`src/source/bp_config_pkg.sv`:
```
package bp_config_pkg;

  localparam int pc_width = 32;

  localparam int btb_entries = 64;
  localparam int bht_entries = 256;
  localparam int ras_entries = 8;

  localparam int btb_index_width = $clog2(btb_entries);
  localparam int bht_index_width = $clog2(bht_entries);
  localparam int ras_index_width = $clog2(ras_entries);

  // Bit 0 of the PC is never used, so the tag starts above the index
  localparam int btb_tag_width = pc_width - btb_index_width - 1;

endpackage

```
`src/source/bp_types_pkg.sv`:
```
package bp_types_pkg;

  import bp_config_pkg::*;

  // Fetch and target addresses
  typedef logic [pc_width-1:0] pc_t;

  // BTB index is PC bits 6 to 1 and the tag is PC bits 31 to 7
  typedef logic [btb_index_width-1:0] btb_index_t;
  typedef logic [btb_tag_width-1:0] btb_tag_t;

  // Tag in the upper bits and target in the lower bits
  typedef logic [btb_tag_width+pc_width-1:0] btb_entry_t;

  // Gshare index into the counter table
  typedef logic [bht_index_width-1:0] bht_index_t;

  // Bit 1 set means predict taken
  typedef logic [1:0] sat_t;

  typedef logic [ras_index_width-1:0] ras_index_t;

  // One bit wider than the index so a full stack can be counted
  typedef logic [ras_index_width:0] ras_count_t;

endpackage

```
`src/source/bp_table_if.sv`:
```
interface btb_if import bp_types_pkg::*; ();

  btb_index_t raddr;
  logic wen;
  btb_index_t waddr;
  btb_entry_t wdata;
  btb_entry_t rdata; // Combinational read of raddr

  modport ctrl (output raddr, output wen, output waddr, output wdata, input rdata);
  modport tbl (input raddr, input wen, input waddr, input wdata, output rdata);

endinterface


```
`src/source/btb.sv`:
```
module btb
  import bp_config_pkg::*;
  import bp_types_pkg::*;
(
  input logic clock,
  input logic reset,
  btb_if.tbl bus
);

  btb_entry_t entries [btb_entries];

  assign bus.rdata = entries[bus.raddr];

  always_ff @(posedge clock) begin
    if (!reset) begin
      for (int i = 0; i < btb_entries; i++) begin
        entries[i] <= '0;
      end
    end else if (bus.wen) begin
      entries[bus.waddr] <= bus.wdata;
    end
  end

endmodule

```
`src/flat_wrapper.sv`:
```
// flat-port wrapper written by rule: the top's interface ports become plain ports
module btb_flat import bp_config_pkg::*; import bp_types_pkg::*;
  (clock, reset, bus_raddr, bus_wen, bus_waddr, bus_wdata, bus_rdata);
  btb_if bus_i ();
  input logic clock;
  input logic reset;
  input wire logic [$bits(bus_i.raddr)-1:0] bus_raddr;
  input wire logic [$bits(bus_i.wen)-1:0] bus_wen;
  input wire logic [$bits(bus_i.waddr)-1:0] bus_waddr;
  input wire logic [$bits(bus_i.wdata)-1:0] bus_wdata;
  output wire logic [$bits(bus_i.rdata)-1:0] bus_rdata;
  assign bus_i.raddr = bus_raddr;
  assign bus_i.wen = bus_wen;
  assign bus_i.waddr = bus_waddr;
  assign bus_i.wdata = bus_wdata;
  assign bus_rdata = bus_i.rdata;
  btb u_core (.clock(clock), .reset(reset), .bus(bus_i));
endmodule
```
`config.mk`:
```
export PLATFORM = sky130hd
export DESIGN_NAME = btb_flat
export DESIGN_NICKNAME = d
export VERILOG_FILES = /design/src/source/bp_config_pkg.sv /design/src/source/bp_types_pkg.sv /design/src/source/bp_table_if.sv /design/src/source/btb.sv /design/src/flat_wrapper.sv
export SDC_FILE = /design/constraint.sdc
export NUM_CORES = 2
export LEC_CHECK = 0
export BUFFER_PORTS_ARGS = -buffer_cell sky130_fd_sc_hd__buf_2
export CAP_MARGIN = 15
export CORE_MARGIN = 10
export CORE_UTILIZATION = 40
export DETAILED_ROUTE_END_ITERATION = 8
export MAX_ROUTING_LAYER = met4
export PLACE_DENSITY = 0.67
export SYNTH_ARGS = -nofsm -noshare
export SYNTH_HDL_FRONTEND = slang
export SYNTH_SLANG_ARGS = --single-unit
```
`constraint.sdc`:
```
create_clock -name clock -period 9.7 [get_ports clock]
set_input_delay 1.455 -clock clock [delete_from_list [all_inputs] [get_ports clock]]
set_output_delay 1.455 -clock clock [all_outputs]
set_load 0.02 [all_outputs]
```
### Yosys cells after proc, flatten, opt, wreduce, memory -nomap -nowiden

Memories as Yosys holds them, arrays and structs flattened.
Index checks and enable logic that the tools add are counted.

* mux-type cells: 7
* reduce and logical (&&, ||, !) cells: 1

Operators by type and width (count)
* two-way mux 57 bit: 1
* OR reduction 57 bit: 1
* two-way mux 6 bit: 1
* two-way mux 1 bit: 5

* memories: 1
* output and inout port bits: 57
* word-level logic and storage cells: 9
* bits in writable memories: 3648
* register bits after elaboration: 0

Memory list
* u_core.entries: words 64, bits a word 57, read ports 1, clocked after Yosys merged registers in 0, write ports 64, RTL line btb.sv:10 `btb_entry_t entries [btb_entries];`

### Longest topological paths before layout

* depth after elaboration: 5
* depth in mapped cells: 10
* gate-level depth less buffers: 5

### Worst setup path after synthesis

OpenSTA, ideal clock, no wires.

* path kind: input port to flip-flop
* start: input bus_waddr[5]
* end: memory u_core.entries[20][0] (netlist bit) (enable)
* required time: 9.149 ns
* buffers on the path: 2
* arrival: 6.357 ns
* stages on the path: 5
* path slack: 2.793 ns
* path through: or3b_1 > buf_2 > or2_1 > buf_2 > o21ai_0

RTL lines
* start: declaration: RTL line flat_wrapper.sv:9 `input wire logic [$bits(bus_i.waddr)-1:0] bus_waddr;`
* end: declaration: RTL line btb.sv:10

### Worst setup path after layout

* start: input bus_raddr[1]
* end: output bus_rdata[50]

* longest elaborated chain between the ends: 1

RTL lines
* start: declaration: RTL line flat_wrapper.sv:7 `input wire logic [$bits(bus_i.raddr)-1:0] bus_raddr;`
* memory read (64 x 57 bit)
* end: declaration: RTL line flat_wrapper.sv:11 `output wire logic [$bits(bus_i.rdata)-1:0] bus_rdata;`

Every way passes these cells.

==> flow_metrics.py <==
metrics = {
    "setup_path": {
        "end_kind": "primary output",
        "crit_chain": "buf_8, buf_4, nand2b_1, o221ai_1, o22ai_1, and3_1, buf_2",
        "cp-startpoint": "bus_raddr[1]",
        "worstPathArrival_ns": 6.08,
        "critPathKind": "in2out",
        "start_kind": "input pin",
        "slowest_delay_ns": 1.12,
        "crit_required_ns": 8.25,
        "crit_path_max_fanout": 37,
        "slowest_stage": "o22ai_1",
    },
    "timing": {
        "post-route-period-util_pct": 77.7,
        "slew_viol_final": 0,
        "slew_headroom_pct": 17.8,
        "period_minus_slack_ns": 7.54,
        "worst_slack_ns": 2.16,
        "max_freq_ghz": 0.133,
        "rsz0062_at_grt": "false",
        "hold_viol": 0,
        "fin_tns_setup_ns": 0,
        "setup_viol": 0,
        "tightest_slew_ns": 1.20,
    },
    "worst_hold_path": {
        "hp-start": "bus_wdata[56]",
        "hold_class": "in2reg",
    },
    "clocking": {
        "root_buffer": "clkbuf_16",
        "post_cts_resized": 0,
        "cts_buffers": 362,
        "ctsHoldBuffers": 0,
        "clk_path_buf_depth": 4,
        "clk_pin_slew_ns": 0.06,
        "cts_tree": "yes",
        "htreeDepth": 5,
        "clock-sinks": 3648,
        "post_cts_buffers": 0,
    },
    "floorplanning": {
        "initial_utilization_pct": 40.1,
        "die_w_um": 664,
        "num_rows": 236,
        "core_mm2": 0.413,
        "die_h_um": 664,
        "die_area_mm2": 0.440,
        "pin_count": 129,
    },
    "synth": {
        "yosys_warnings": 0,
        "synth_seq_cells": 3648,
        "synth_common_cells": "3648 x edfxtp_1, 3423 x and2_1, 891 x clkbuf_1",
        "synth_top_area_share_pct": 66.1,
        "synthCells": 10800,
        "ys_async_sr_fraction_pct": 0,
        "synth_edf_count": 3648,
        "syn_nets": 10800,
        "yosysTopAreaCell": "edfxtp_1",
        "synthesis.area_mm2": 0.166,
        "yosysSeqAreaShare_pct": 66.1,
        "synth.area.top_cells": "edfxtp_1 66%, and2_1 13%, mux4_2 10%, mux2i_1 2.5%, clkbuf_1 2.0%",
        "ys_types": 47,
        "synth_flop_cell": "edfxtp_1",
        "synthMostInstantiatedCell": "edfxtp_1",
        "syn_avg_cell_area_um2": 15.4,
    },
    "cells_and_area": {
        "area_growth_pct": 10.9,
        "largestRegisters": "u_core.entries: 3648 flops",
        "largest_register": "u_core.entries",
        "drive_gt1_share_pct": 17.8,
        "final-seq-area_mm2": 0.110,
        "stdcell_area_mm2": 0.184,
        "multi_input_area_mm2": 0.0522,
        "n_fill_cell": 35300,
        "utilization_pct": 44.5,
        "nNetsFinal": 10500,
        "largest_reg_flops": 3648,
    },
    "placed_design": {
        "placed_area_mm2": 0.172,
        "globalplace.congestion": 0.886,
        "portBuffers": 128,
        "hpwl_um": 306000,
        "post-place-ws_ns": 1.99,
    },
    "routing": {
        "vias": 99000,
        "routed_wl_um": 554000,
        "wl_per_cell_um": 33.9,
        "ant_nets": 0,
        "drtPass1Iterations": 6,
        "drc": 0,
        "drtIter0Drc": 17600,
        "viasPerCell": 6.07,
    },
    "global_routing": {
        "grt_max_degree": 102,
        "antenna_found_initial": 89,
        "grt_pass1_vias": 98700,
        "grt_pass1_wl_um": 769000,
        "groute.usage.overall_pct": 25.1,
        "grt_remaining_overflow": 0,
    },
    "power_and_ir_drop": {
        "pwr_density_cell_mw_per_mm2": 192,
        "ir_worst_vdd_uv": 160,
        "p_leak_nw": 63.6,
        "p_total_mw": 35.3,
    },
    "job": {
        "drv_cap": 0,
    },
    "outcome": {
        "run_status": "complete, no violations",
    },
}
-- cell type report --
cell class | instances | share of cell area, %
well taps | 5474 | 3.73
inverters | 1 | 0.00204
clock buffers | 441 | 5.18
multi-input cells | 5932 | 28.4
clock inverters | 205 | 0.958
repair buffers | 481 | 1.96
flip-flops and latches | 3648 | 59.6
diodes | 141 | 0.192
-- critical path, delay by kind of cell --
family | cells | cell delay, ns
AOI/OAI and AO/OA | 2 | 1.75
and+or+nand+nor | 2 | 1.45
buffers and inverters | 3 | 1.30
-- where the power goes --
part	internal (mW)	switching (mW)
Sequential	18.1	0.228
Combinational	0.922	2.17
Clock	7.72	6.10
Total	26.8	8.49
-- logic make-up after synthesis --
kind of cell	share of synthesized area (%)
mux	13.0
simple gates	15.3
flops	66.1
buf+inv	3.20
compound gates	2.44
-- stage by stage --
step	std cells	hold slack [ns]
after floorplan	10800	1.93
after global placement	15500	1.98
after detailed placement	15500	1.99
after CTS	16200	1.01
after global routing	16300	1.02
final	16300	1.02
-- cell usage in the layout, fill, tap and decap left out, types with 71 or more instances in the layout --
| cell | n |
|---|---|
| and3_1 | 244 |
| clkbuf_1 | 71 |
| mux2i_1 | 420 |
| edfxtp_1 | 3648 |
| buf_4 | 331 |
| clkinv_1 | 92 |
| mux4_2 | 766 |
| buf_2 | 122 |
| diode_2 | 141 |
| nand2_1 | 162 |
| and2_1 | 3421 |
| clkbuf_16 | 370 |
| o22ai_1 | 90 |
| nand3_1 | 105 |
| a22oi_1 | 202 |
-- per-layer routing --
layer	part of all wire, %	global-route usage (%)	wire length, µm
met1	35	30.8	195000
met2	46	38.0	256000
met3	12	5.70	67100
met4	6.3	14.9	35200
met5	0	-	0
-- worst paths after layout --
| check | to | cells after the start |
|---|---|---|
| max | bus_rdata[50] | 7 |
| min | u_core.entries[55][56]$_SDFFCE_PN0P_ | 2 |
No activity file was read; power rests on OpenSTA's default activity.
