File: src/source/bp_config_pkg.sv
package bp_config_pkg;

  localparam int pc_width = 32;

  localparam int btb_entries = 64;
  localparam int bht_entries = 256;
  localparam int ras_entries = 8;

  localparam int btb_index_width = $clog2(btb_entries);
  localparam int bht_index_width = $clog2(bht_entries);
  localparam int ras_index_width = $clog2(ras_entries);

  // Bit 0 of the PC is never used, so the tag starts above the index
  localparam int btb_tag_width = pc_width - btb_index_width - 1;

endpackage

File: src/source/bp_types_pkg.sv
package bp_types_pkg;

  import bp_config_pkg::*;

  // Fetch and target addresses
  typedef logic [pc_width-1:0] pc_t;

  // BTB index is PC bits 6 to 1 and the tag is PC bits 31 to 7
  typedef logic [btb_index_width-1:0] btb_index_t;
  typedef logic [btb_tag_width-1:0] btb_tag_t;

  // Tag in the upper bits and target in the lower bits
  typedef logic [btb_tag_width+pc_width-1:0] btb_entry_t;

  // Gshare index into the counter table
  typedef logic [bht_index_width-1:0] bht_index_t;

  // Bit 1 set means predict taken
  typedef logic [1:0] sat_t;

  typedef logic [ras_index_width-1:0] ras_index_t;

  // One bit wider than the index so a full stack can be counted
  typedef logic [ras_index_width:0] ras_count_t;

endpackage

File: src/source/bp_table_if.sv


interface ras_if import bp_types_pkg::*; ();

  logic push;
  pc_t push_addr;
  logic pop;
  pc_t top;    // Newest entry
  logic valid; // Stack not empty

  modport ctrl (output push, output push_addr, output pop, input top, input valid);
  modport stack (input push, input push_addr, input pop, output top, output valid);

endinterface

File: src/source/ras.sv
module ras
  import bp_config_pkg::*;
  import bp_types_pkg::*;
(
  input logic clock,
  input logic reset,
  ras_if.stack bus
);

  pc_t slots [ras_entries];
  ras_index_t wptr;    // Next free slot
  ras_index_t top_ptr;
  ras_count_t count;
  logic do_pop;

  assign top_ptr = wptr - 1'b1; // Wraps modulo the stack size
  assign bus.top = slots[top_ptr];
  assign bus.valid = (count != '0);

  // Pop on an empty stack is ignored
  assign do_pop = bus.pop & bus.valid;

  always_ff @(posedge clock) begin
    if (!reset) begin
      wptr <= '0;
      count <= '0;
      for (int i = 0; i < ras_entries; i++) begin
        slots[i] <= '0;
      end
    end else if (bus.push && do_pop) begin
      // Replace the top in place and keep the depth
      slots[top_ptr] <= bus.push_addr;
    end else if (bus.push) begin
      slots[wptr] <= bus.push_addr; // Overwrites the oldest when full
      wptr <= wptr + 1'b1;
      if (count != ras_count_t'(ras_entries)) begin
        count <= count + 1'b1;
      end
    end else if (do_pop) begin
      wptr <= top_ptr;
      count <= count - 1'b1;
    end
  end

endmodule
File: src/flat_wrapper.sv
// flat-port wrapper written by rule: the top's interface ports become plain ports
module ras_flat import bp_config_pkg::*; import bp_types_pkg::*;
  (clock, reset, bus_push, bus_push_addr, bus_pop, bus_top, bus_valid);
  ras_if bus_i ();
  input logic clock;
  input logic reset;
  input wire logic [$bits(bus_i.push)-1:0] bus_push;
  input wire logic [$bits(bus_i.push_addr)-1:0] bus_push_addr;
  input wire logic [$bits(bus_i.pop)-1:0] bus_pop;
  output wire logic [$bits(bus_i.top)-1:0] bus_top;
  output wire logic [$bits(bus_i.valid)-1:0] bus_valid;
  assign bus_i.push = bus_push;
  assign bus_i.push_addr = bus_push_addr;
  assign bus_i.pop = bus_pop;
  assign bus_top = bus_i.top;
  assign bus_valid = bus_i.valid;
  ras u_core (.clock(clock), .reset(reset), .bus(bus_i));
endmodule
File: config.mk
export PLATFORM = sky130hd
export DESIGN_NAME = ras_flat
export DESIGN_NICKNAME = d
export VERILOG_FILES = /design/src/source/bp_config_pkg.sv /design/src/source/bp_types_pkg.sv /design/src/source/bp_table_if.sv /design/src/source/ras.sv /design/src/flat_wrapper.sv
export SDC_FILE = /design/constraint.sdc
export NUM_CORES = 1
export LEC_CHECK = 0
export ABC_CLOCK_PERIOD_IN_PS = 7150
export BUFFER_PORTS_ARGS = -buffer_cell sky130_fd_sc_hd__buf_2
export CAP_MARGIN = 20
export CORE_MARGIN = 1.5
export CORE_UTILIZATION = 50
export DETAILED_ROUTE_END_ITERATION = 10
export PLACE_DENSITY = 0.67
export SLEW_MARGIN = 20
export SYNTH_ARGS = -nofsm -noshare
export SYNTH_HDL_FRONTEND = slang
export SYNTH_SLANG_ARGS = --single-unit
File: constraint.sdc
create_clock -name clock -period 7.15 [get_ports clock]
set_clock_uncertainty 0.15 [all_clocks]
set_input_delay 1.43 -clock clock [delete_from_list [all_inputs] [get_ports clock]]
set_output_delay 1.43 -clock clock [all_outputs]
set_load 0.02 [all_outputs]
=== Word-level counts from Yosys, hierarchy flattened ===
Memory sizes are Yosys's and may differ from the RTL's.
Cells that the tools add are included.

* Input bits: 36
* Register bits: 7
* ROM bits: 0
* Output and inout bits: 33
* Bits in writable memories: 256
* Bits in latches: 0
* Word-level logic and storage cells: 37
* Memories kept: 1

{| class="wikitable"
|+ Memories
! memory !! words !! width !! read ports !! clocked after memory_dff !! wr ports !! RTL line !! source
|-
| u_core.slots || 8 || 32 || 1 || 0 || 8 || ras.sv:10 || <nowiki>pc_t slots [ras_entries];</nowiki>
|}

* Bitwise logic cells: 2
* Reductions and logical operators: 7
* Multiplexer cells: 19
* Div/mod/pow operators: 0
* Shift operators: 0
* Equality and inequality tests: 2
* Multiply operators: 0
* Add/subtract/negate cells: 4
* $lt $le $gt $ge: 0

{| class="wikitable"
|+ Operators with widths
! cell !! number
|-
| $mux W32 || 2
|-
| $reduce_or A32 Y1 || 2
|-
| $mux W3 || 4
|-
| $mux W4 || 3
|-
| $mux W1 || 10
|-
| $add A4 B1 Y4 const B || 1
|-
| $ne A4 B4 Y1 const B || 1
|-
| $reduce_bool A4 Y1 || 1
|-
| $sub A4 B1 Y4 const B || 1
|-
| $add A3 B1 Y3 const B || 1
|-
| $reduce_and A3 Y1 || 1
|-
| $sub A3 B1 Y3 const B || 1
|-
| $ne A2 B1 Y1 const B || 1
|-
| $reduce_and A2 Y1 || 1
|-
| $reduce_bool A2 Y1 || 1
|-
| $and A1 B1 Y1 || 1
|-
| $logic_and A1 B1 Y1 || 1
|-
| $not A1 Y1 || 1
|}

=== Logic depth before layout (Yosys ltp) ===
Gate-level depths: netlist of run 1.

* Depth after elaboration: 9
* Mapped depth: 10

=== Least setup slack after synthesis of run 1 ===
Ideal clock, no wire load.

* Kind: input -> register
* From: input port bus_pop
* To: memory u_core.slots[6][0] (netlist name) (enable)
* Required time: 6534 ps
* Setup time: 466 ps
* Slack: 1863 ps
* Stages on the path: 7
* Buffers on the path: 1
* Arrival time: 4671 ps
* Path through: nand2_1 -> ha_1 -> buf_4 -> o2bb2ai_1 -> a32oi_1 -> nand2b_1 -> o21ai_0

{| class="wikitable"
|+ RTL lines
! element !! RTL line !! source
|-
| from (decl) || flat_wrapper.sv:9 || <nowiki>input wire logic [$bits(bus_i.pop)-1:0] bus_pop;</nowiki>
|-
| to (decl) || ras.sv:10 ||
|}

=== Worst setup path in the final report of run 1 ===
* From: register u_core.wptr[0]
* To: output port bus_top[1]

* Word-level cells in the longest chain between the ends: 2

{| class="wikitable"
|+ Ends and longest elaborated chain
! element !! RTL line !! source
|-
| from (decl) || ras.sv:11 || <nowiki>ras_index_t wptr;</nowiki>
|-
| from (signal assigned) || ras.sv:35 || <nowiki>wptr <= wptr + 1'b1;</nowiki>
|-
| from (signal assigned) || ras.sv:40 || <nowiki>wptr <= top_ptr;</nowiki>
|-
| $sub A3 B1 Y3 || ras.sv:16 || <nowiki>assign top_ptr = wptr - 1'b1;</nowiki>
|-
| $mem_v2 Z8 W32 || - ||
|-
| to (decl) || flat_wrapper.sv:10 || <nowiki>output wire logic [$bits(bus_i.top)-1:0] bus_top;</nowiki>
|}

Every way passes these cells.

==> metrics.txt, run 1 <==
# TYPE chip_impl_metric gauge
chip_impl_metric{name="placedInstanceArea",unit="sq um"} 12900
chip_impl_metric{name="ys_seq_elements",unit=""} 263
chip_impl_info{name="min_path_type",value="flip-flop to flip-flop"} 1
chip_impl_info{name="tritoncts",value="built"} 1
chip_impl_info{name="timing.critical_path.from_type",value="flip-flop"} 1
chip_impl_metric{name="drt-pass1-iter-count",unit=""} 4
chip_impl_metric{name="via_count",unit=""} 6575
chip_impl_metric{name="worst_slack",unit="ps"} 1870
chip_impl_metric{name="cp_data_required_time",unit="ps"} 5570
chip_impl_metric{name="power.ir.vdd_worst",unit="uV"} 303
chip_impl_metric{name="sequential_fraction_of_the_synthesis_area",unit="%"} 64.5
chip_impl_metric{name="postCtsResizedCells",unit=""} 0
chip_impl_metric{name="timing.final.hold_violations",unit=""} 0
chip_impl_metric{name="core_region_area",unit="sq um"} 23600
chip_impl_metric{name="first_global_vias",unit=""} 7155
chip_impl_metric{name="drtIter0Drc",unit=""} 633
chip_impl_metric{name="place.gp.congestion",unit=""} 0.702
chip_impl_metric{name="async_reset_ff_share",unit="%"} 0
chip_impl_metric{name="io-pin-count",unit=""} 69
chip_impl_metric{name="layout.cell_area.non_filler",unit="sq um"} 13700
chip_impl_metric{name="cts-buffers-inserted",unit=""} 28
chip_impl_metric{name="die_height",unit="um"} 159
chip_impl_info{name="grt_setup_unrepaired",value="no"} 1
chip_impl_metric{name="cp.arrival",unit="ps"} 3700
chip_impl_info{name="timing.critical_path.cells",value="inv_1 -> ha_4 -> buf_4 -> mux4_2 -> mux2_2 -> buf_2"} 1
chip_impl_metric{name="dieWidth",unit="um"} 159
chip_impl_metric{name="fp-row-count",unit=""} 56
chip_impl_metric{name="cts_hold_buf",unit=""} 0
chip_impl_metric{name="cellPowerDensity",unit="nW/um^2"} 424
chip_impl_info{name="ys.flop_type",value="sky130_fd_sc_hd__edfxtp_1"} 1
chip_impl_metric{name="synthesis.area",unit="sq um"} 12100
chip_impl_info{name="cts-root-buf",value="sky130_fd_sc_hd__clkbuf_16"} 1
chip_impl_metric{name="synth-warning-count",unit=""} 0
chip_impl_metric{name="clkTransAtPathRegs",unit="ps"} 60
chip_impl_metric{name="timing.slew.headroom",unit="%"} 30.2
chip_impl_metric{name="final.min_clock_period",unit="ps"} 5280
chip_impl_metric{name="critical_path_buf_inv_count",unit=""} 3
chip_impl_metric{name="drv.max_cap_violation_count",unit=""} 0
chip_impl_metric{name="post_detailed_route_drc_marker_count",unit=""} 0
chip_impl_metric{name="cts_htree_levels",unit=""} 1
chip_impl_metric{name="total_die_area",unit="sq um"} 25200
chip_impl_metric{name="initial_utilization",unit="%"} 51.4
chip_impl_metric{name="largest_net_degree_at_the_start_of_global_routing",unit=""} 46
chip_impl_metric{name="nets",unit=""} 861
chip_impl_metric{name="synthCells",unit=""} 751
chip_impl_info{name="timing.critical_path.to_type",value="output pin"} 1
chip_impl_metric{name="cp_slowest_stage_delay",unit="ps"} 790
chip_impl_metric{name="detailedPlace.worstSlack",unit="ps"} 2370
chip_impl_metric{name="insertion_delay",unit="ps"} 530
chip_impl_metric{name="cts_post_setup_buffers_inserted",unit=""} 0
chip_impl_info{name="timing.setup.critical_path_class",value="flip-flop to output pin"} 1
chip_impl_metric{name="clock_sink_count",unit=""} 263
chip_impl_metric{name="synth_enable_flop_cells",unit=""} 256
chip_impl_metric{name="io_buffer_count",unit=""} 68
chip_impl_metric{name="grt_usage",unit="%"} 21.7
chip_impl_metric{name="worst-slew-pin-transition",unit="ps"} 1050
chip_impl_metric{name="detail_route.vias_per_cell",unit=""} 5.68
chip_impl_metric{name="global_route_wire_length_before_repair",unit="um"} 41600
chip_impl_info{name="critical_path_slowest_stage_cell",value="sky130_fd_sc_hd__dfxtp_4"} 1
chip_impl_metric{name="route.antenna.remaining_nets",unit=""} 0
chip_impl_metric{name="layout_worst_path_cycle_share",unit="%"} 73.8
chip_impl_metric{name="fmaxAchievable",unit="MHz"} 189
chip_impl_metric{name="nFillCells",unit=""} 1858
chip_impl_metric{name="drive_gt1_share",unit="%"} 28.4
chip_impl_metric{name="route.detailed.wl_per_inst",unit="um"} 22.8
chip_impl_metric{name="setup_viol",unit=""} 0
chip_impl_metric{name="dp.final_hpwl",unit="um"} 14600
chip_impl_metric{name="synth_cell_type_count",unit=""} 45
chip_impl_metric{name="syn_area_per_cell",unit="sq um"} 16.2
chip_impl_metric{name="finalMaxSlewViolations",unit=""} 0
chip_impl_metric{name="worst-path-max-fanout",unit=""} 45
chip_impl_metric{name="static-leakage-power",unit="nW"} 5.11
chip_impl_metric{name="syn-num-nets",unit=""} 795
chip_impl_metric{name="final.setup.tns",unit="ps"} 0
chip_impl_metric{name="grt_antenna_before_repair",unit=""} 1
chip_impl_metric{name="clk_path_buf_depth",unit=""} 3
chip_impl_metric{name="totalPowerFinal",unit="W"} 0.00582
chip_impl_metric{name="grt-ovfl-total",unit=""} 0
chip_impl_metric{name="finalWirelength",unit="um"} 26400
chip_impl_info{name="critical_path.top_delay_family",value="buffers and inverters"} 1
chip_impl_metric{name="layout_stage_area_growth_over_the_synthesis_result",unit="%"} 13.2
chip_impl_info{name="outcome",value="finished clean"} 1
==> cells in the mapped netlist, types with 2 or more instances <==
cell type	count	share of area (%)
sky130_fd_sc_hd__and2_1	262	14
sky130_fd_sc_hd__edfxtp_1	256	63
sky130_fd_sc_hd__mux4_2	64	12
sky130_fd_sc_hd__mux2_2	33	3.1
sky130_fd_sc_hd__buf_2	24	0.99
sky130_fd_sc_hd__clkbuf_1	15	0.46
sky130_fd_sc_hd__o21ai_0	10	0.41
sky130_fd_sc_hd__dfxtp_1	7	1.2
sky130_fd_sc_hd__ha_1	7	0.72
sky130_fd_sc_hd__xnor2_1	6	0.43
sky130_fd_sc_hd__inv_1	5	0.15
sky130_fd_sc_hd__nand2_1	5	0.15
sky130_fd_sc_hd__nand2b_1	5	0.26
sky130_fd_sc_hd__buf_1	4	0.12
sky130_fd_sc_hd__nor2_1	4	0.12
sky130_fd_sc_hd__nor3_2	4	0.33
sky130_fd_sc_hd__xor2_1	4	0.29
sky130_fd_sc_hd__buf_6	3	0.28
sky130_fd_sc_hd__nor3b_1	3	0.19
sky130_fd_sc_hd__a21o_1	2	0.12
sky130_fd_sc_hd__a31oi_1	2	0.10
sky130_fd_sc_hd__mux2i_1	2	0.17
sky130_fd_sc_hd__or3_1	2	0.10
==> sequential cells by signal, indices dropped and copies added (netlist names) <==
name and flops:
u_core.count 4, u_core.slots 256, u_core.wptr 3
==> stage by stage <==
| stage | hold slack [ps] | std cells | util [%] |
|---|---|---|---|
| 2_1_floorplan | 357 | 751 | - |
| 3_3_place_gp | 376 | 1105 | 54.4 |
| 3_5_place_dp | 388 | 1105 | 54.5 |
| 4_1_cts | 402 | 1156 | 58.0 |
| 5_1_grt | 428 | 1157 | 58.1 |
| 6_report | 417 | 1158 | 58.1 |
==> routing by layer <==
layer | global-route usage, % | wire (um) | vias up
met5 | 0 | 0 | -
met4 | 5.71 | 492 | 0
met3 | 2.95 | 1280 | 45
met2 | 35.8 | 12700 | 196
met1 | 30.4 | 11800 | 3418
li1 | - | - | 2916
==> placed cells by master, fill, tap and decap left out, drive strengths merged, types with 2 or more instances in the layout <==
cell type / count
mux2: 33
nand2b: 5
a21o: 2
clkinv: 15
o21ai: 11
mux2i: 2
inv: 6
edfxtp: 256
xor2: 4
mux4: 64
or3: 2
dfxtp: 7
nor2: 4
nor3: 5
buf: 84
a21oi: 2
a31oi: 2
nand2: 6
and2: 262
ha: 7
xnor2: 6
nor3b: 3
clkbuf: 34
==> cell families after synthesis <==
| family | count (synthesis) | share of synthesized area, % |
|---|---|---|
| AOI/OAI and AO/OA | 23 | 1.41 |
| xor gates and xnor gates | 10 | 0.722 |
| DFF | 263 | 64.5 |
| adders and majority gates | 8 | 0.887 |
| buffers and inverters | 53 | 2.11 |
| muxes | 99 | 15.1 |
| and+or+nand+nor | 295 | 15.2 |
==> final timing paths <==
path | from | to | slack, ps | cells after the start
max | u_core.wptr[0]$_SDFFE_PN0P_ | bus_top[1] | 1870 | 6
min reg2reg | u_core.count[3]$_SDFFE_PN0P_ | u_core.count[3]$_SDFFE_PN0P_ | 420 | 1
max reg2reg | u_core.wptr[0]$_SDFFE_PN0P_ | u_core.slots[1][10]$_SDFFCE_PN0P_ | 2870 | 6
min | u_core.count[3]$_SDFFE_PN0P_ | u_core.count[3]$_SDFFE_PN0P_ | 420 | 1
==> power breakdown <==
| group | internal [W] | leakage, nW | switching [W] |
|---|---|---|---|
| clock | 0.000753 | 0.408 | 0.000574 |
| combinational | 0.00102 | 1.99 | 0.00132 |
| sequential | 0.00202 | 2.72 | 0.000132 |
| total | 0.00380 | 5.11 | 0.00203 |
==> final cells by class <==
| cell class | count | area [sq um] | area share [%] |
|---|---|---|---|
| sequential | 263 | 7830 | 57.0 |
| multi-input combinational | 435 | 4160 | 30.3 |
| clock buffer | 34 | 723 | 5.27 |
| timing repair buffer | 84 | 480 | 3.50 |
| tap | 319 | 399 | 2.91 |
| clock inverter | 17 | 114 | 0.829 |
| inverter | 5 | 18.8 | 0.137 |
| antenna | 1 | 2.50 | 0.0182 |
==> worst register-to-register path, delay by kind of cell (launching register included) <==
| family | cells | cell delay (ps) |
|---|---|---|
| flops | 1 | 790 |
| compound gates | 2 | 610 |
| simple gates | 1 | 900 |
| fa+ha+maj | 1 | 780 |
| buf+inv | 2 | 670 |
Note: power is estimated with default switching activity, not from simulation.
==> run 2: changes to the inputs <==
--- a/config.mk
+++ b/config.mk
@@ -5,7 +5,7 @@
 export SDC_FILE = /design/constraint.sdc
 export NUM_CORES = 1
 export LEC_CHECK = 0
-export ABC_CLOCK_PERIOD_IN_PS = 7150
+export ABC_CLOCK_PERIOD_IN_PS = 5040
 export BUFFER_PORTS_ARGS = -buffer_cell sky130_fd_sc_hd__buf_2
 export CAP_MARGIN = 20
 export CORE_MARGIN = 1.5
==> constraint.sdc (replaced) <==
create_clock -name clock -period 5.04 [get_ports clock]
set_clock_uncertainty 0.15 [all_clocks]
set_input_delay 1.008 -clock clock [delete_from_list [all_inputs] [get_ports clock]]
set_output_delay 1.008 -clock clock [all_outputs]
set_load 0.02 [all_outputs]
==> metrics.txt, run 2 (same netlist as run 1, synthesis figures left out) <==
# TYPE chip_impl_metric gauge
chip_impl_metric{name="final.min_clock_period",unit="ps"} 4430
chip_impl_metric{name="drtIter0Drc",unit=""} 507
chip_impl_metric{name="static-leakage-power",unit="nW"} 5.12
chip_impl_metric{name="cp.arrival",unit="ps"} 3270
chip_impl_metric{name="via_count",unit=""} 6537
chip_impl_metric{name="drive_gt1_share",unit="%"} 28.7
chip_impl_metric{name="dp.final_hpwl",unit="um"} 15100
chip_impl_metric{name="ff_latch_area",unit="sq um"} 7830
chip_impl_info{name="r2r_start",value="u_core.count[0]$_SDFFE_PN0P_"} 1
chip_impl_metric{name="die_height",unit="um"} 159
chip_impl_metric{name="fmaxAchievable",unit="MHz"} 226
chip_impl_metric{name="clock_sink_count",unit=""} 263
chip_impl_metric{name="fp-row-count",unit=""} 56
chip_impl_metric{name="postCtsResizedCells",unit=""} 0
chip_impl_metric{name="io_buffer_count",unit=""} 68
chip_impl_metric{name="cts_post_setup_buffers_inserted",unit=""} 0
chip_impl_metric{name="post_detailed_route_drc_marker_count",unit=""} 0
chip_impl_metric{name="cts_hold_buf",unit=""} 0
chip_impl_info{name="timing.critical_path.to_type",value="output pin"} 1
chip_impl_metric{name="detail_route.vias_per_cell",unit=""} 5.66
chip_impl_metric{name="grt-ovfl-total",unit=""} 0
chip_impl_metric{name="cp_data_required_time",unit="ps"} 3880
chip_impl_info{name="top_regs",value="u_core.slots: 256 flops, u_core.count: 4 flops, u_core.wptr: 3 flops"} 1
chip_impl_metric{name="cts-buffers-inserted",unit=""} 27
chip_impl_metric{name="total_die_area",unit="sq um"} 25200
chip_impl_metric{name="r2r.worst_path.cells",unit=""} 9
chip_impl_metric{name="nFillCells",unit=""} 1793
chip_impl_metric{name="clk_path_buf_depth",unit=""} 3
chip_impl_metric{name="worst-path-max-fanout",unit=""} 39
chip_impl_metric{name="whs_path_depth",unit=""} 1
chip_impl_metric{name="setup_viol",unit=""} 0
chip_impl_metric{name="global_route_wire_length_before_repair",unit="um"} 41600
chip_impl_info{name="timing.rr.end",value="u_core.slots[6][24]$_SDFFCE_PN0P_"} 1
chip_impl_metric{name="first_global_vias",unit=""} 6939
chip_impl_info{name="grt_setup_unrepaired",value="no"} 1
chip_impl_info{name="worstHoldEndpoint",value="u_core.count[3]$_SDFFE_PN0P_"} 1
chip_impl_metric{name="drv.max_cap_violation_count",unit=""} 0
chip_impl_info{name="tritoncts",value="built"} 1
chip_impl_metric{name="initial_utilization",unit="%"} 51.4
chip_impl_metric{name="core_region_area",unit="sq um"} 23600
chip_impl_metric{name="largest_net_degree_at_the_start_of_global_routing",unit=""} 40
chip_impl_metric{name="finalWirelength",unit="um"} 27200
chip_impl_metric{name="dieWidth",unit="um"} 159
chip_impl_metric{name="hold-worst-slack",unit="ps"} 400
chip_impl_metric{name="layout_worst_path_cycle_share",unit="%"} 87.8
chip_impl_info{name="top_reg_by_flops",value="u_core.slots"} 1
chip_impl_info{name="timing.critical_path.from_type",value="flip-flop"} 1
chip_impl_metric{name="grt_antenna_before_repair",unit=""} 2
chip_impl_metric{name="clkTransAtPathRegs",unit="ps"} 60
chip_impl_metric{name="finalMaxSlewViolations",unit=""} 0
chip_impl_metric{name="cts_htree_levels",unit=""} 1
chip_impl_info{name="timing.setup.critical_path_class",value="flip-flop to output pin"} 1
chip_impl_metric{name="nets",unit=""} 865
chip_impl_metric{name="final.setup.tns",unit="ps"} 0
chip_impl_metric{name="timing.final.hold_violations",unit=""} 0
chip_impl_metric{name="route.antenna.remaining_nets",unit=""} 0
chip_impl_metric{name="place.gp.congestion",unit=""} 0.748
chip_impl_info{name="mostFrequentLayoutCells",value="sky130_fd_sc_hd__and2_1 (262), sky130_fd_sc_hd__edfxtp_1 (256), sky130_fd_sc_hd__buf_2 (68), sky130_fd_sc_hd__mux4_2 (64), sky130_fd_sc_hd__mux2_2 (33)"} 1
chip_impl_metric{name="io-pin-count",unit=""} 69
chip_impl_info{name="cts-root-buf",value="sky130_fd_sc_hd__clkbuf_16"} 1
chip_impl_metric{name="layout_stage_area_growth_over_the_synthesis_result",unit="%"} 13.3
chip_impl_metric{name="max_ffs_per_register",unit=""} 256
chip_impl_metric{name="power.ir.vdd_worst",unit="uV"} 574
chip_impl_metric{name="route.detailed.wl_per_inst",unit="um"} 23.6
chip_impl_metric{name="cellPowerDensity",unit="nW/um^2"} 598
chip_impl_metric{name="drt-pass1-iter-count",unit=""} 5
chip_impl_metric{name="worst-r2r-setup-slack",unit="ps"} 1120
chip_impl_metric{name="insertion_delay",unit="ps"} 530
chip_impl_info{name="min_path_type",value="flip-flop to flip-flop"} 1
chip_impl_metric{name="timing.slew.headroom",unit="%"} 44.9
chip_impl_info{name="layout.cells.most_common",value="sky130_fd_sc_hd__and2_1"} 1
chip_impl_metric{name="grt_usage",unit="%"} 22.1
chip_impl_info{name="holdCritStartpoint",value="u_core.count[3]$_SDFFE_PN0P_"} 1
chip_impl_metric{name="worst-slew-pin-transition",unit="ps"} 824
chip_impl_metric{name="multi_input_comb_area",unit="sq um"} 4150
chip_impl_info{name="outcome",value="finished clean"} 1
-- run 2: worst max-delay path by stage --
stage,startpoint,endpoint,slack (ps)
2_1_floorplan,u_core.count[0]$_SDFFE_PN0P_,u_core.slots[6][0]$_SDFFCE_PN0P_,110
3_3_place_gp,bus_push,u_core.slots[7][30]$_SDFFCE_PN0P_,1190
3_5_place_dp,bus_push,u_core.slots[7][26]$_SDFFCE_PN0P_,1090
4_1_cts,u_core.wptr[0]$_SDFFE_PN0P_,bus_top[16],560
5_1_grt,u_core.wptr[0]$_SDFFE_PN0P_,bus_top[16],420
6_report,u_core.wptr[0]$_SDFFE_PN0P_,bus_top[16],610
-- run 2: stage by stage --
stage	utilization, %	cells	setup WS, ps	power (W)	area (sq um)
2_1_floorplan	-	751	105	0.00539	12100
3_3_place_gp	54.9	1111	1190	0.00642	13000
3_5_place_dp	54.9	1111	1090	0.00650	13000
4_1_cts	58.2	1153	564	0.00829	13700
5_1_grt	58.2	1153	424	0.00857	13700
6_report	58.2	1154	614	0.00821	13700
-- run 2: layout make-up --
type | count | share of cell area, %
diodes | 1 | 0.0182
clock buffers | 33 | 5.08
clock inverters | 9 | 0.483
inverters | 5 | 0.137
multi-input cells | 435 | 30.2
flip-flops and latches | 263 | 57.0
well taps | 319 | 2.90
repair buffers | 89 | 4.17
-- run 2: where the power goes --
group	leakage, nW	switching, W	internal [W]
clock network	0.372	0.000772	0.00102
registers	2.72	0.000187	0.00287
logic	2.03	0.00188	0.00149
-- run 2: per-layer routing --
metal / part of all wire (%) / wire length [um] / track usage, % / vias up
met5: 0.044 / 12 / 0 / -
met4: 2.1 / 574 / 6.15 / 2
met3: 5.1 / 1400 / 3.11 / 51
met2: 50 / 13500 / 37.5 / 205
met1: 43 / 11700 / 29.9 / 3359
li1: - / - / - / 2920
-- run 2: critical path, cell delays in order (launching register included) --
cell and delay [ps]:
sky130_fd_sc_hd__dfxtp_4 800, sky130_fd_sc_hd__inv_1 190, sky130_fd_sc_hd__ha_2 510, sky130_fd_sc_hd__buf_4 390, sky130_fd_sc_hd__mux4_2 370, sky130_fd_sc_hd__mux2_2 290
sky130_fd_sc_hd__buf_2 160
