## src/source/bp_config_pkg.sv

```systemverilog
package bp_config_pkg;

  localparam int pc_width = 32;

  localparam int btb_entries = 64;
  localparam int bht_entries = 256;
  localparam int ras_entries = 8;

  localparam int btb_index_width = $clog2(btb_entries);
  localparam int bht_index_width = $clog2(bht_entries);
  localparam int ras_index_width = $clog2(ras_entries);

  // Bit 0 of the PC is never used, so the tag starts above the index
  localparam int btb_tag_width = pc_width - btb_index_width - 1;

endpackage

```

## src/source/bp_types_pkg.sv

```systemverilog
package bp_types_pkg;

  import bp_config_pkg::*;

  // Fetch and target addresses
  typedef logic [pc_width-1:0] pc_t;

  // BTB index is PC bits 6 to 1 and the tag is PC bits 31 to 7
  typedef logic [btb_index_width-1:0] btb_index_t;
  typedef logic [btb_tag_width-1:0] btb_tag_t;

  // Tag in the upper bits and target in the lower bits
  typedef logic [btb_tag_width+pc_width-1:0] btb_entry_t;

  // Gshare index into the counter table
  typedef logic [bht_index_width-1:0] bht_index_t;

  // Bit 1 set means predict taken
  typedef logic [1:0] sat_t;

  typedef logic [ras_index_width-1:0] ras_index_t;

  // One bit wider than the index so a full stack can be counted
  typedef logic [ras_index_width:0] ras_count_t;

endpackage

```

## src/source/bp_table_if.sv

```systemverilog
interface btb_if import bp_types_pkg::*; ();

  btb_index_t raddr;
  logic wen;
  btb_index_t waddr;
  btb_entry_t wdata;
  btb_entry_t rdata; // Combinational read of raddr

  modport ctrl (output raddr, output wen, output waddr, output wdata, input rdata);
  modport tbl (input raddr, input wen, input waddr, input wdata, output rdata);

endinterface

interface bht_if import bp_types_pkg::*; ();

  bht_index_t get_index; // Fetch lookup
  bht_index_t upd_index; // Update read-modify-write
  logic wen;
  bht_index_t waddr;
  sat_t wdata;
  sat_t get_sat;
  sat_t upd_sat;

  modport ctrl (
    output get_index, output upd_index, output wen, output waddr, output wdata,
    input get_sat, input upd_sat
  );
  modport tbl (
    input get_index, input upd_index, input wen, input waddr, input wdata,
    output get_sat, output upd_sat
  );

endinterface

interface ras_if import bp_types_pkg::*; ();

  logic push;
  pc_t push_addr;
  logic pop;
  pc_t top;    // Newest entry
  logic valid; // Stack not empty

  modport ctrl (output push, output push_addr, output pop, input top, input valid);
  modport stack (input push, input push_addr, input pop, output top, output valid);

endinterface

```

## src/source/bp_ctrl.sv

```systemverilog
module bp_ctrl
  import bp_config_pkg::*;
  import bp_types_pkg::*;
(
  input logic clock,
  input logic reset,
  input logic clear,
  input pc_t get_pc,
  input logic get_branch,
  input logic get_uncond,
  input logic get_return,
  input pc_t upd_pc,
  input pc_t upd_addr,
  input pc_t upd_npc,
  input logic upd_branch,
  input logic upd_jump,
  input logic upd_uncond,
  input logic upd_return,
  input logic upd_pred,
  output logic pred_branch,
  output pc_t pred_baddr,
  output logic pred_return,
  output pc_t pred_raddr,
  output logic pred_miss,
  output pc_t pred_maddr,
  btb_if.ctrl btb_bus,
  bht_if.ctrl bht_bus,
  ras_if.ctrl ras_bus
);

  bht_index_t history; // Global outcome history, newest at bit 0
  btb_tag_t get_tag;
  btb_tag_t upd_tag;
  logic btb_hit;
  sat_t next_sat;
  logic ras_take;

  assign get_tag = get_pc[pc_width-1:btb_index_width+1];
  assign upd_tag = upd_pc[pc_width-1:btb_index_width+1];

  // Target lookup
  assign btb_bus.raddr = get_pc[btb_index_width:1];
  assign btb_hit = (btb_bus.rdata[pc_width +: btb_tag_width] == get_tag);

  // Gshare hashing for lookup and update
  assign bht_bus.get_index = history ^ get_pc[bht_index_width:1];
  assign bht_bus.upd_index = history ^ upd_pc[bht_index_width:1];

  always_comb begin
    pred_branch = 1'b0;
    if (!clear) begin
      if (get_uncond) begin
        pred_branch = btb_hit;
      end else if (get_branch) begin
        pred_branch = btb_hit & bht_bus.get_sat[1];
      end
    end
  end

  assign pred_baddr = pred_branch ? btb_bus.rdata[pc_width-1:0] : '0;

  // Saturating counter step
  always_comb begin
    next_sat = bht_bus.upd_sat;
    if (upd_jump && bht_bus.upd_sat != 2'd3) begin
      next_sat = bht_bus.upd_sat + 1'b1;
    end else if (!upd_jump && bht_bus.upd_sat != 2'd0) begin
      next_sat = bht_bus.upd_sat - 1'b1;
    end
  end

  assign bht_bus.wen = upd_branch;
  assign bht_bus.waddr = bht_bus.upd_index;
  assign bht_bus.wdata = next_sat;

  // Only taken branches and jumps are worth a BTB entry
  assign btb_bus.wen = upd_uncond | (upd_branch & upd_jump);
  assign btb_bus.waddr = upd_pc[btb_index_width:1];
  assign btb_bus.wdata = {upd_tag, upd_addr};

  always_ff @(posedge clock) begin
    if (!reset) begin
      history <= '0;
    end else if (upd_branch) begin
      history <= {history[bht_index_width-2:0], upd_jump};
    end
  end

  // Return stack, popped only when a prediction is actually made
  assign ras_take = get_return & ras_bus.valid & ~clear;
  assign ras_bus.pop = ras_take;
  assign ras_bus.push = upd_return;
  assign ras_bus.push_addr = upd_npc;
  assign pred_return = ras_take;
  assign pred_raddr = ras_take ? ras_bus.top : '0;

  // Miss report compares the resolved outcome with what fetch predicted
  assign pred_miss = upd_branch & (upd_jump ^ upd_pred);
  assign pred_maddr = !upd_branch ? '0 : (upd_jump ? upd_addr : upd_npc);

endmodule

```

## src/flat_wrapper.sv

```systemverilog
// flat-port wrapper written by rule: the top's interface ports become plain ports
module bp_ctrl_flat import bp_config_pkg::*; import bp_types_pkg::*;
  (clock, reset, clear, get_pc, get_branch, get_uncond, get_return, upd_pc, upd_addr, upd_npc, upd_branch, upd_jump, upd_uncond, upd_return, upd_pred, pred_branch, pred_baddr, pred_return, pred_raddr, pred_miss, pred_maddr, btb_bus_raddr, btb_bus_wen, btb_bus_waddr, btb_bus_wdata, btb_bus_rdata, bht_bus_get_index, bht_bus_upd_index, bht_bus_wen, bht_bus_waddr, bht_bus_wdata, bht_bus_get_sat, bht_bus_upd_sat, ras_bus_push, ras_bus_push_addr, ras_bus_pop, ras_bus_top, ras_bus_valid);
  btb_if btb_bus_i ();
  bht_if bht_bus_i ();
  ras_if ras_bus_i ();
  input logic clock;
  input logic reset;
  input logic clear;
  input pc_t get_pc;
  input logic get_branch;
  input logic get_uncond;
  input logic get_return;
  input pc_t upd_pc;
  input pc_t upd_addr;
  input pc_t upd_npc;
  input logic upd_branch;
  input logic upd_jump;
  input logic upd_uncond;
  input logic upd_return;
  input logic upd_pred;
  output logic pred_branch;
  output pc_t pred_baddr;
  output logic pred_return;
  output pc_t pred_raddr;
  output logic pred_miss;
  output pc_t pred_maddr;
  output wire logic [$bits(btb_bus_i.raddr)-1:0] btb_bus_raddr;
  output wire logic [$bits(btb_bus_i.wen)-1:0] btb_bus_wen;
  output wire logic [$bits(btb_bus_i.waddr)-1:0] btb_bus_waddr;
  output wire logic [$bits(btb_bus_i.wdata)-1:0] btb_bus_wdata;
  input wire logic [$bits(btb_bus_i.rdata)-1:0] btb_bus_rdata;
  output wire logic [$bits(bht_bus_i.get_index)-1:0] bht_bus_get_index;
  output wire logic [$bits(bht_bus_i.upd_index)-1:0] bht_bus_upd_index;
  output wire logic [$bits(bht_bus_i.wen)-1:0] bht_bus_wen;
  output wire logic [$bits(bht_bus_i.waddr)-1:0] bht_bus_waddr;
  output wire logic [$bits(bht_bus_i.wdata)-1:0] bht_bus_wdata;
  input wire logic [$bits(bht_bus_i.get_sat)-1:0] bht_bus_get_sat;
  input wire logic [$bits(bht_bus_i.upd_sat)-1:0] bht_bus_upd_sat;
  output wire logic [$bits(ras_bus_i.push)-1:0] ras_bus_push;
  output wire logic [$bits(ras_bus_i.push_addr)-1:0] ras_bus_push_addr;
  output wire logic [$bits(ras_bus_i.pop)-1:0] ras_bus_pop;
  input wire logic [$bits(ras_bus_i.top)-1:0] ras_bus_top;
  input wire logic [$bits(ras_bus_i.valid)-1:0] ras_bus_valid;
  assign btb_bus_raddr = btb_bus_i.raddr;
  assign btb_bus_wen = btb_bus_i.wen;
  assign btb_bus_waddr = btb_bus_i.waddr;
  assign btb_bus_wdata = btb_bus_i.wdata;
  assign btb_bus_i.rdata = btb_bus_rdata;
  assign bht_bus_get_index = bht_bus_i.get_index;
  assign bht_bus_upd_index = bht_bus_i.upd_index;
  assign bht_bus_wen = bht_bus_i.wen;
  assign bht_bus_waddr = bht_bus_i.waddr;
  assign bht_bus_wdata = bht_bus_i.wdata;
  assign bht_bus_i.get_sat = bht_bus_get_sat;
  assign bht_bus_i.upd_sat = bht_bus_upd_sat;
  assign ras_bus_push = ras_bus_i.push;
  assign ras_bus_push_addr = ras_bus_i.push_addr;
  assign ras_bus_pop = ras_bus_i.pop;
  assign ras_bus_i.top = ras_bus_top;
  assign ras_bus_i.valid = ras_bus_valid;
  bp_ctrl u_core (.clock(clock), .reset(reset), .clear(clear), .get_pc(get_pc), .get_branch(get_branch), .get_uncond(get_uncond), .get_return(get_return), .upd_pc(upd_pc), .upd_addr(upd_addr), .upd_npc(upd_npc), .upd_branch(upd_branch), .upd_jump(upd_jump), .upd_uncond(upd_uncond), .upd_return(upd_return), .upd_pred(upd_pred), .pred_branch(pred_branch), .pred_baddr(pred_baddr), .pred_return(pred_return), .pred_raddr(pred_raddr), .pred_miss(pred_miss), .pred_maddr(pred_maddr), .btb_bus(btb_bus_i), .bht_bus(bht_bus_i), .ras_bus(ras_bus_i));
endmodule
```

## config.mk

```make
export PLATFORM = sky130hd
export DESIGN_NAME = bp_ctrl_flat
export DESIGN_NICKNAME = d
export VERILOG_FILES = /design/src/source/bp_config_pkg.sv /design/src/source/bp_types_pkg.sv /design/src/source/bp_table_if.sv /design/src/source/bp_ctrl.sv /design/src/flat_wrapper.sv
export SDC_FILE = /design/constraint.sdc
export NUM_CORES = 1
export LEC_CHECK = 0
export BUFFER_PORTS_ARGS = -buffer_cell sky130_fd_sc_hd__buf_2
export CAP_MARGIN = 20
export CORE_AREA = 10 10 169 171
export CTS_BUF_LIST = sky130_fd_sc_hd__clkbuf_16
export DETAILED_ROUTE_END_ITERATION = 10
export DIE_AREA = 0 0 179 181
export PLACE_DENSITY_LB_ADDON = 0.25
export RECOVER_POWER = 50
export SLEW_MARGIN = 20
export SYNTH_ARGS = -nofsm -noshare
export SYNTH_HDL_FRONTEND = slang
export SYNTH_SLANG_ARGS = --single-unit
```

## constraint.sdc

```tcl
create_clock -name clock -period 2.7 [get_ports clock]
set_clock_uncertainty 0.1 [all_clocks]
set_input_delay 0 -clock clock [delete_from_list [all_inputs] [get_ports clock]]
set_output_delay 0 -clock clock [all_outputs]
set_load 0.01 [all_outputs]
```

Word level (Yosys, flattened, before mapping)
Index checks and enable logic that the tools add are counted.
{ "totals": {"reg_bits": 8, "elab_cells": 28, "inputBits": 233, "output_inout_bits": 230} }
{ "classes": {"n_bitwise": 10, "add_sub_neg": 2, "muxes": 9, "n_reduce_logical": 4, "n_eq_ne": 2} }
{ "ops": {"columns": ["op", "count"], "rows": [
  ["$mux W32", 4],
  ["$eq A25 B25 Y1", 1],
  ["$xor A8 B8 Y8", 2],
  ["$and A1 B1 Y1", 5],
  ["$mux W2", 2],
  ["$mux W1", 3],
  ["$add A2 B1 Y2 const B", 1],
  ["$logic_and A1 B1 Y1", 2],
  ["$ne A2 B2 Y1 const B", 1],
  ["$reduce_bool A2 Y1", 1],
  ["$sub A2 B1 Y2 const B", 1],
  ["$logic_not A1 Y1", 1],
  ["$not A1 Y1", 1],
  ["$or A1 B1 Y1", 1],
  ["$xor A1 B1 Y1", 1]
]} }

Depth between registers and ports, before layout
Gate-level depths: netlist (run 1).
{ "depth": {"depth_word": 6, "depth_mapped": 5, "mapped_depth_nobuf": 4} }

Least setup slack after synthesis (run 1)
OpenSTA, ideal clock, no wires.
{ "synth_timing": {"path_kind": "input to output", "start": "input get_pc[22]", "end": "output pred_baddr[10]", "t_arrival_ns": 1.240, "required_time_ns": 2.600, "n_path_buf": 1, "path_stages": 5, "setup_slack_ns": 1.360, "path_cell_list": "xor2_1 > nor4_1 > nand4_2 > buf_6 > nor4_2"} }
{ "synth_between": {"elab_chain_cells": 6} }
{ "synth_rtl": {"columns": ["element", "line_no", "source"], "rows": [
  ["from (decl)", "flat_wrapper.sv:10", "input pc_t get_pc;"],
  ["$eq A25 B25 Y1 (*)", "bp_ctrl.sv:43", "assign btb_hit = (btb_bus.rdata[pc_width +: btb_tag_width] == get_tag);"],
  ["$and A1 B1 Y1", "bp_ctrl.sv:55", "pred_branch = btb_hit & bht_bus.get_sat[1];"],
  ["$mux W1", "bp_ctrl.sv:54", "end else if (get_branch) begin"],
  ["$mux W1 (*)", "bp_ctrl.sv:52", "if (get_uncond) begin"],
  ["$mux W1 (*)", "bp_ctrl.sv:51", "if (!clear) begin"],
  ["$mux W32 (*)", "bp_ctrl.sv:60", "assign pred_baddr = pred_branch ? btb_bus.rdata[pc_width-1:0] : '0;"],
  ["to (decl)", "flat_wrapper.sv:23", "output pc_t pred_baddr;"]
]} }
Every way passes the cells marked *; elsewhere a longest branch is shown, timed or not.

Final worst setup path (run 1)
{ "layout_timing": {"start": "input upd_branch", "end": "output pred_maddr[31]"} }
{ "layout_between": {"elab_chain_cells": 1} }
{ "layout_rtl": {"columns": ["element", "line_no", "source"], "rows": [
  ["from (decl)", "flat_wrapper.sv:17", "input logic upd_branch;"],
  ["$mux W32", "bp_ctrl.sv:99", "assign pred_maddr = !upd_branch ? '0 : (upd_jump ? upd_addr : upd_npc);"],
  ["to (decl)", "flat_wrapper.sv:27", "output pc_t pred_maddr;"]
]} }
No other way between the ends.

==> results of run 1 <==
==> metrics by stage <==
| stage | worst slack (ps) | hold slack [ps] | area, um2 | util (%) | total power [uW] |
|---|---|---|---|---|---|
| 2_1_floorplan | 1360 | -23.99 | 3015 | - | 527.7 |
| 3_3_place_gp | 923.2 | -99.93 | 4593 | 18.35 | 760.0 |
| 3_5_place_dp | 917.0 | -99.93 | 4593 | 18.35 | 758.0 |
| 4_1_cts | 905.6 | 104.8 | 4918 | 19.65 | 1054 |
| 5_1_grt | 519.3 | 131.7 | 4810 | 19.21 | 1097 |
| 6_report | 773.8 | 120.5 | 4810 | 19.21 | 1019 |
==> cells by family (layout without fill, tap and decap cells) <==
group,count (synthesis),after routing,synth area share (%)
adder cells (fa/ha/maj),2,2,0.8297
flip-flops,8,8,5.311
XOR/XNOR,43,43,12.49
multiplexers,41,41,13.61
AND/OR/NAND/NOR,149,149,34.85
AO/OA/AOI/OAI,3,3,0.7468
buffers and inverters,138,450,32.16
==> metal layers <==
layer | vias up | wire, um | track usage (%)
li1 | 1772 | - | -
met1 | 1581 | 6588 | 11.58
met2 | 156 | 9031 | 17.07
met3 | 2 | 1430 | 1.856
met4 | 0 | 35 | 0.6616
met5 | - | 0 | 0
==> final timing paths <==
kind,start,to,slack [ps],cells after the start
hold reg to reg,u_core.history[5],u_core.history[5],480,2
hold / removal,upd_addr[2],btb_bus_wdata[2],120,2
setup / recovery,upd_branch,pred_maddr[31],770,3
setup reg to reg,u_core.history[0],u_core.history[1],1760,2
==> power by group through the flow <==
stage	registers (uW)	clock network, uW	logic (uW)
finish	125	243	652
floorplan	124	0	403
detailed placement	127	0	631
global placement	127	0	633
global route	125	256	716
CTS	125	251	677
==> area by class of cell <==
type | instances | area share [%]
flip-flops and latches | 8 | 3.330
multi-input cells | 238 | 39.26
well taps | 330 | 8.585
repair buffers | 445 | 47.11
clock buffers | 3 | 1.561
inverters | 2 | 0.1561
==> worst reg2reg max path, stage by stage (launching register included) <==
cell     delay (ps)
dfxtp_1         490
mux2i_1         140
nor2b_1         160
==> cell usage in the layout (no fill, tap or decap) <==
master | synthesis | final
nor4b_1 | 1 | 1
buf_2 | 7 | 324
nor2_2 | 0 | 1
buf_4 | 112 | 9
nor4_1 | 5 | 5
ha_1 | 2 | 2
mux2i_1 | 41 | 41
nor4_2 | 32 | 32
a21o_1 | 3 | 3
nand2_1 | 34 | 34
and2_1 | 33 | 33
nor2b_1 | 40 | 40
nand4_1 | 1 | 1
clkbuf_16 | 0 | 3
dfxtp_1 | 8 | 8
xnor2_1 | 5 | 5
xor2_1 | 38 | 38
dlygate4sd3_1 | 0 | 25
clkbuf_1 | 11 | 87
nand4_2 | 1 | 1
nor2_1 | 2 | 1
inv_1 | 2 | 2
==> timing repair <==
item                       4_1_cts  5_1_grt
hold buffers                    25        0
gates resized for setup          0        0
hold endpoints to repair        32        0
setup endpoints to repair        0        0
==> metrics.yaml, run 1 <==
run_status:
  outcome: "complete, but fails checks"
  failed_checks: "capacitance limit, slew limit"
clocking:
  clk_latency_ps: 230
  clockRootBuffer: "clkbuf_16"
  clock-sinks: 8
  cts_buffers: 3
  htreeDepth: 1
  cts_setup_buffers: 0
  clockBufferDepth: 2
  cts_tree: "built"
floorplanning:
  coreArea_um2: 25040
  chipWidth_um: 179
  rows: 58
  die_h_um: 181
  dieArea_um2: 32400
  io_pins: 463
  start_util_pct: 12.04
power:
  powerDensity_nw_per_um2: 212.0
  p_leak_uw: 0.002485
  peakVddDrop_mv: 0.1499
  p_int_uw: 607.4
  p_comb_share_pct: 64.0
  swShare_pct: 40.42
  seq_power_share_pct: 12.2
  p_clk_share_pct: 23.8
  p_switching_uw: 412.1
setup_path:
  cpPeakStageDelay_ps: 1330
  cp.required_ps: 2600
  worstPathCellList: "clkbuf_1 -> nor2b_1 -> buf_2"
  slowest_stage: "clkbuf_1"
  critPathKind: "primary input to primary output"
  crit_family: "buffers and inverters"
  cp_data_arrival_time_ps: 1830
  crit_buf_inv: 2
  startpoint_type: "primary input"
  worstSetupEndpointType: "primary output"
  crit_fanout: 43
sta:
  period_minus_slack_ps: 1926
  tightest_slew_ps: 1894
  setup_tns_ps: 0
  rsz0062_at_grt: "no"
  finalSetupViolations: 0
  max_slew_margin_pct: -26.25
  fmax_mhz: 519.1
  slew_violations: 44
  hold_violations: 0
  period_share_pct: 71.34
finish:
  final_net_count: 933
  seqCellArea_um2: 160.2
  largest_register_ffs: 8
  drive_gt1_share_pct: 53.16
  multi_input_area_um2: 1888
  diodes: 0
  reg_top3: "u_core.history (8)"
  syn2layout_area_growth_pct: 59.50
  fillers: 2905
  top_register: "u_core.history"
  stdcell_count: 1026
placement:
  port_buffers: 411
  placed_cells: 998
  hpwl_um: 14570
  place.gp.congestion: 0.8227
routing:
  drc: 0
  wl_um: 17090
  routedWlPerCell_um: 16.65
  drtAntennaViolNets: 0
  vias: 3511
  drt_iter0_drc: 150
  firstDrtPassIters: 4
  viasPerCell: 3.422
grt:
  grt_pass1_vias: 3763
  grt_pass1_wl_um: 24240
  grt_max_degree: 44
  antenna_found_initial: 0
  gr-total-overflow: 0
  grt_usage_pct: 9.430
synthesis:
  synth_seq_cells: 8
  yosysWarnings: 0
  synth_nets: 619
  synth_area_leaders: "buf_4 (28%), mux2i_1 (14%), nor4_2 (13%), xor2_1 (11%), nor2b_1 (8.3%)"
  yosys.area.top_type: "buf_4"
  synthTopCellsByCount: "buf_4 (112), mux2i_1 (41), nor2b_1 (40)"
  syn_inst: 384
  synth_most_common_cell: "buf_4"
  ys_seq_area_share_pct: 5.311
  netlist_area_um2: 3015
  ys.flop_type: "dfxtp_1"
  synth_top_area_share_pct: 27.88
  synth.distinct_cells: 21
  synth-async-reset-ratio_pct: 0
  synth_edf_count: 0
  syn_area_per_cell_um2: 7.853
min_path:
  hp-class: "primary input to primary output"
flow_run:
  max_cap_viol_count: 1
Power figures use the tool's default switching activity.
==> run 2: changes to the inputs <==
Settings changed: ABC_AREA from default to 1, CORE_AREA 10 10 169 171 to 10 10 170 172, DIE_AREA 0 0 179 181 to 0 0 180 182.
Clock period 2.7 ns to 1.7 ns, I/O delays scaled along.
==> run 2 against run 1 <==
Effect of this change:
- the run now ends clean
- sequential share of layout area down 0.060 points
- highest routed layer unchanged
- hold slack worse by 25 ps
- combinational power up 61%
- register-to-register slack worse by 960 ps
- count of clock-buffer cells in the layout unchanged
==> metrics.yaml, run 2 <==
routing:
  drt_iter0_drc: 84  # was 150
  viasPerCell: 3.420  # was 3.422
  drc: 0  # unchanged
  drtAntennaViolNets: 0  # unchanged
  vias: 4169  # was 3511
  firstDrtPassIters: 4  # unchanged
  wl_um: 19190  # was 17090 um
  routedWlPerCell_um: 15.74  # was 16.65 um
clocking:
  cts.repair.resized: 0  # unchanged
  cts_tree: "built"  # unchanged
  clk_latency_ps: 230  # about the same
  htreeDepth: 1  # unchanged
  cts_setup_buffers: 0  # unchanged
  clk_pin_slew_ps: 40
  clock-sinks: 8  # unchanged
  clockRootBuffer: "clkbuf_16"  # unchanged
  cts_buffers: 3  # unchanged
  postCtsHoldBufs: 25  # unchanged
  clockBufferDepth: 2  # unchanged
min_path:
  hp-class: "primary input to flop"  # was primary input to primary output
  hold_path.startpoint: "upd_branch"  # was upd_addr[2]
  hold_path_end: "u_core.history[6]"  # was btb_bus_wdata[2]
  worstHoldPathCells: 3  # was 2
finish:
  mostFrequentLayoutCell: "buf_2"  # unchanged
  drive_gt1_share_pct: 41.52  # was 53.16%
  top_register: "u_core.history"  # unchanged
  reg_top3: "u_core.history (8)"  # unchanged
  largest_register_ffs: 8  # unchanged
  final_net_count: 1121  # was 933
  final_cell_mix: "buf_2 (324), nor2_1 (131), inv_1 (115)"  # was buf_2 (324), clkbuf_1 (87), mux2i_1 (41)
  syn2layout_area_growth_pct: 59.47  # was 59.50%
  diodes: 0  # unchanged
setup_path:
  r2r_end: "u_core.history[6]"  # was u_core.history[1]
  crit_fanout: 19  # was 43
  slowest_stage: "clkbuf_1"  # unchanged
  cp_data_arrival_time_ps: 1260  # was 1830 ps
  worstPathCellList: "buf_2 -> clkbuf_1 -> o21ai_0 -> nor2_1 -> buf_2"  # was clkbuf_1 -> nor2b_1 -> buf_2
  cp_common_cell: "buf_2"
  rr_worst_depth: 2  # unchanged
  crit_family: "buffers and inverters"  # unchanged
  reg2reg_from: "u_core.history[6]"  # was u_core.history[0]
  crit_cells: 5  # was 3
  crit_buf_inv: 3  # was 2
  critPathKind: "primary input to primary output"  # unchanged
  regToRegSetupSlack_ps: 800  # was 1760 ps
  cp.required_ps: 1600  # was 2600 ps
  startpoint: "upd_branch"  # unchanged
  cpPeakStageDelay_ps: 560  # was 1330 ps
  startpoint_type: "primary input"  # unchanged
  worstSetupEndpointType: "primary output"  # unchanged
synthesis:
  yosys.area.top_type: "buf_4"  # unchanged
  synth-async-reset-ratio_pct: 0  # unchanged
  syn_area_per_cell_um2: 5.417  # was 7.853 um2
  ys.flop_type: "dfxtp_1"  # unchanged
  synth_most_common_cell: "nor2_1"  # was buf_4
  synth_top_area_share_pct: 27.37  # was 27.88%
  synth_area_leaders: "buf_4 (27%), nor2_1 (16%), inv_1 (14%), nand2_1 (9.9%), nor3_2 (9.5%)"  # was buf_4 (28%), mux2i_1 (14%), nor4_2 (13%), xor2_1 (11%), nor2b_1 (8.3%)
  synth_seq_cells: 8  # unchanged
  yosysWarnings: 0  # unchanged
  ys_seq_area_share_pct: 5.214  # was 5.311%
  synthTopCellsByCount: "nor2_1 (131), inv_1 (115), buf_4 (112)"  # was buf_4 (112), mux2i_1 (41), nor2b_1 (40)
  synth_edf_count: 0  # unchanged
  syn_inst: 567  # was 384
  synth_nets: 802  # was 619
  netlist_area_um2: 3072  # was 3015 um2
  synth.distinct_cells: 20  # was 21
grt:
  use_met1_pct: 10.38  # was 11.58%
  gr-total-overflow: 0  # unchanged
  grt_max_degree: 34  # was 44
  use_met3_pct: 3.400  # was 1.856%
  antenna_found_initial: 2  # was 0
  grt_pass1_vias: 4593  # was 3763
  top_usage_layer: "met2"  # unchanged
  grt_use_met2_pct: 22.25  # was 17.07%
  grt_pass1_wl_um: 27920  # was 24240 um
  grt_usage_pct: 10.74  # was 9.430%
sta:
  slew_violations: 0  # was 44
  finalSetupViolations: 0  # unchanged
  period_share_pct: 80.22
  max_slew_margin_pct: 53.79  # was -26.25%
  fmax_mhz: 733.3
  hold_violations: 0  # unchanged
  setup_tns_ps: 0  # unchanged
  period_minus_slack_ps: 1364
  rsz0062_at_grt: "no"  # unchanged
  tightest_slew_ps: 693.1  # was 1894 ps
  holdWs_ps: 95.61  # was 120.5 ps
placement:
  hpwl_um: 17130  # was 14570 um
  port_buffers: 411  # unchanged
  place.gp.congestion: 0.8630  # was 0.8227
power:
  powerDensity_nw_per_um2: 339.2  # was 212.0 nW/um2
  p_switching_uw: 703.7  # was 412.1 uW
  p_int_uw: 957.8  # was 607.4 uW
  p_clk_share_pct: 23.5  # was 23.8%
  seq_power_share_pct: 13.5  # was 12.2%
  peakVddDrop_mv: 0.2502  # was 0.1499 mV
  swShare_pct: 42.36  # was 40.42%
  p_comb_share_pct: 63.0  # was 64.0%
  p_leak_uw: 0.003036  # was 0.002485 uW
floorplanning:
  die_h_um: 182  # was 181 um
  coreArea_um2: 25620  # was 25040 um2
  io_pins: 463  # unchanged
  chipWidth_um: 180  # was 179 um
  dieArea_um2: 32760  # was 32400 um2
  start_util_pct: 11.99  # was 12.04%
  rows: 59  # was 58
flow_run:
  max_cap_viol_count: 0  # was 1
run_status:
  outcome: "finished, final reports clean"  # was complete, but fails checks
run 2: final cells by class:
class	count	area (um2)
Sequential cell	8	160.2
Fill cell	3074	20720
Multi-Input combinational cell	310	1526
Timing Repair Buffer	446	2278
Inverter	117	439.2
Clock buffer	3	75.07
Tap cell	335	419.2
run 2: how the worst max path moves through the flow:
stage / end / slack (ps)
after global routing: pred_maddr[16] / 170
after detailed placement: pred_baddr[1] / 390
final: pred_maddr[16] / 340
after global placement: pred_baddr[31] / 390
after CTS: bht_bus_get_index[6] / 360
after floorplan: pred_baddr[10] / 750
run 2: metrics by stage:
stage / utilization [%] / cells / power (uW) / area [um2] / setup WS, ps
after floorplan: - / 567 / 847.9 / 3072 / 753.0
after global placement: 18.31 / 1191 / 1265 / 4690 / 391.0
after detailed placement: 18.31 / 1191 / 1263 / 4690 / 385.4
after CTS: 19.58 / 1219 / 1735 / 5015 / 362.5
after global routing: 19.12 / 1219 / 1818 / 4898 / 174.3
final: 19.12 / 1219 / 1662 / 4898 / 336.3
run 2: logic make-up (layout without fill, tap and decap cells):
| logic type | Yosys count | in the layout | synth area share (%) |
|---|---|---|---|
| buffers and inverters | 249 | 566 | 45.09 |
| adders and majority gates | 2 | 2 | 0.8145 |
| DFF | 8 | 8 | 5.214 |
| and+or+nand+nor | 247 | 247 | 36.54 |
| AOI/OAI and AO/OA | 42 | 42 | 6.925 |
| xor gates and xnor gates | 19 | 19 | 5.418 |
run 2: tightest hold or removal path: stages:
cell     delay (ps)
buf_2           170
o21ai_0         160
nor2_1           40
run 2: power by group through the flow:
stage / Clock (uW) / Sequential [uW] / Combinational, uW
global placement: 0 / 232 / 1030
detailed placement: 0 / 232 / 1030
global route: 413 / 229 / 1180
finish: 390 / 225 / 1050
CTS: 399 / 229 / 1110
floorplan: 0 / 215 / 633
run 2: per-layer routing:
layer  vias to the layer above  share of wire, %
li1                       2171                 -
met1                      1739                36
met2                       253                55
met3                         6               8.7
met4                         0              0.30
met5                         -                 0
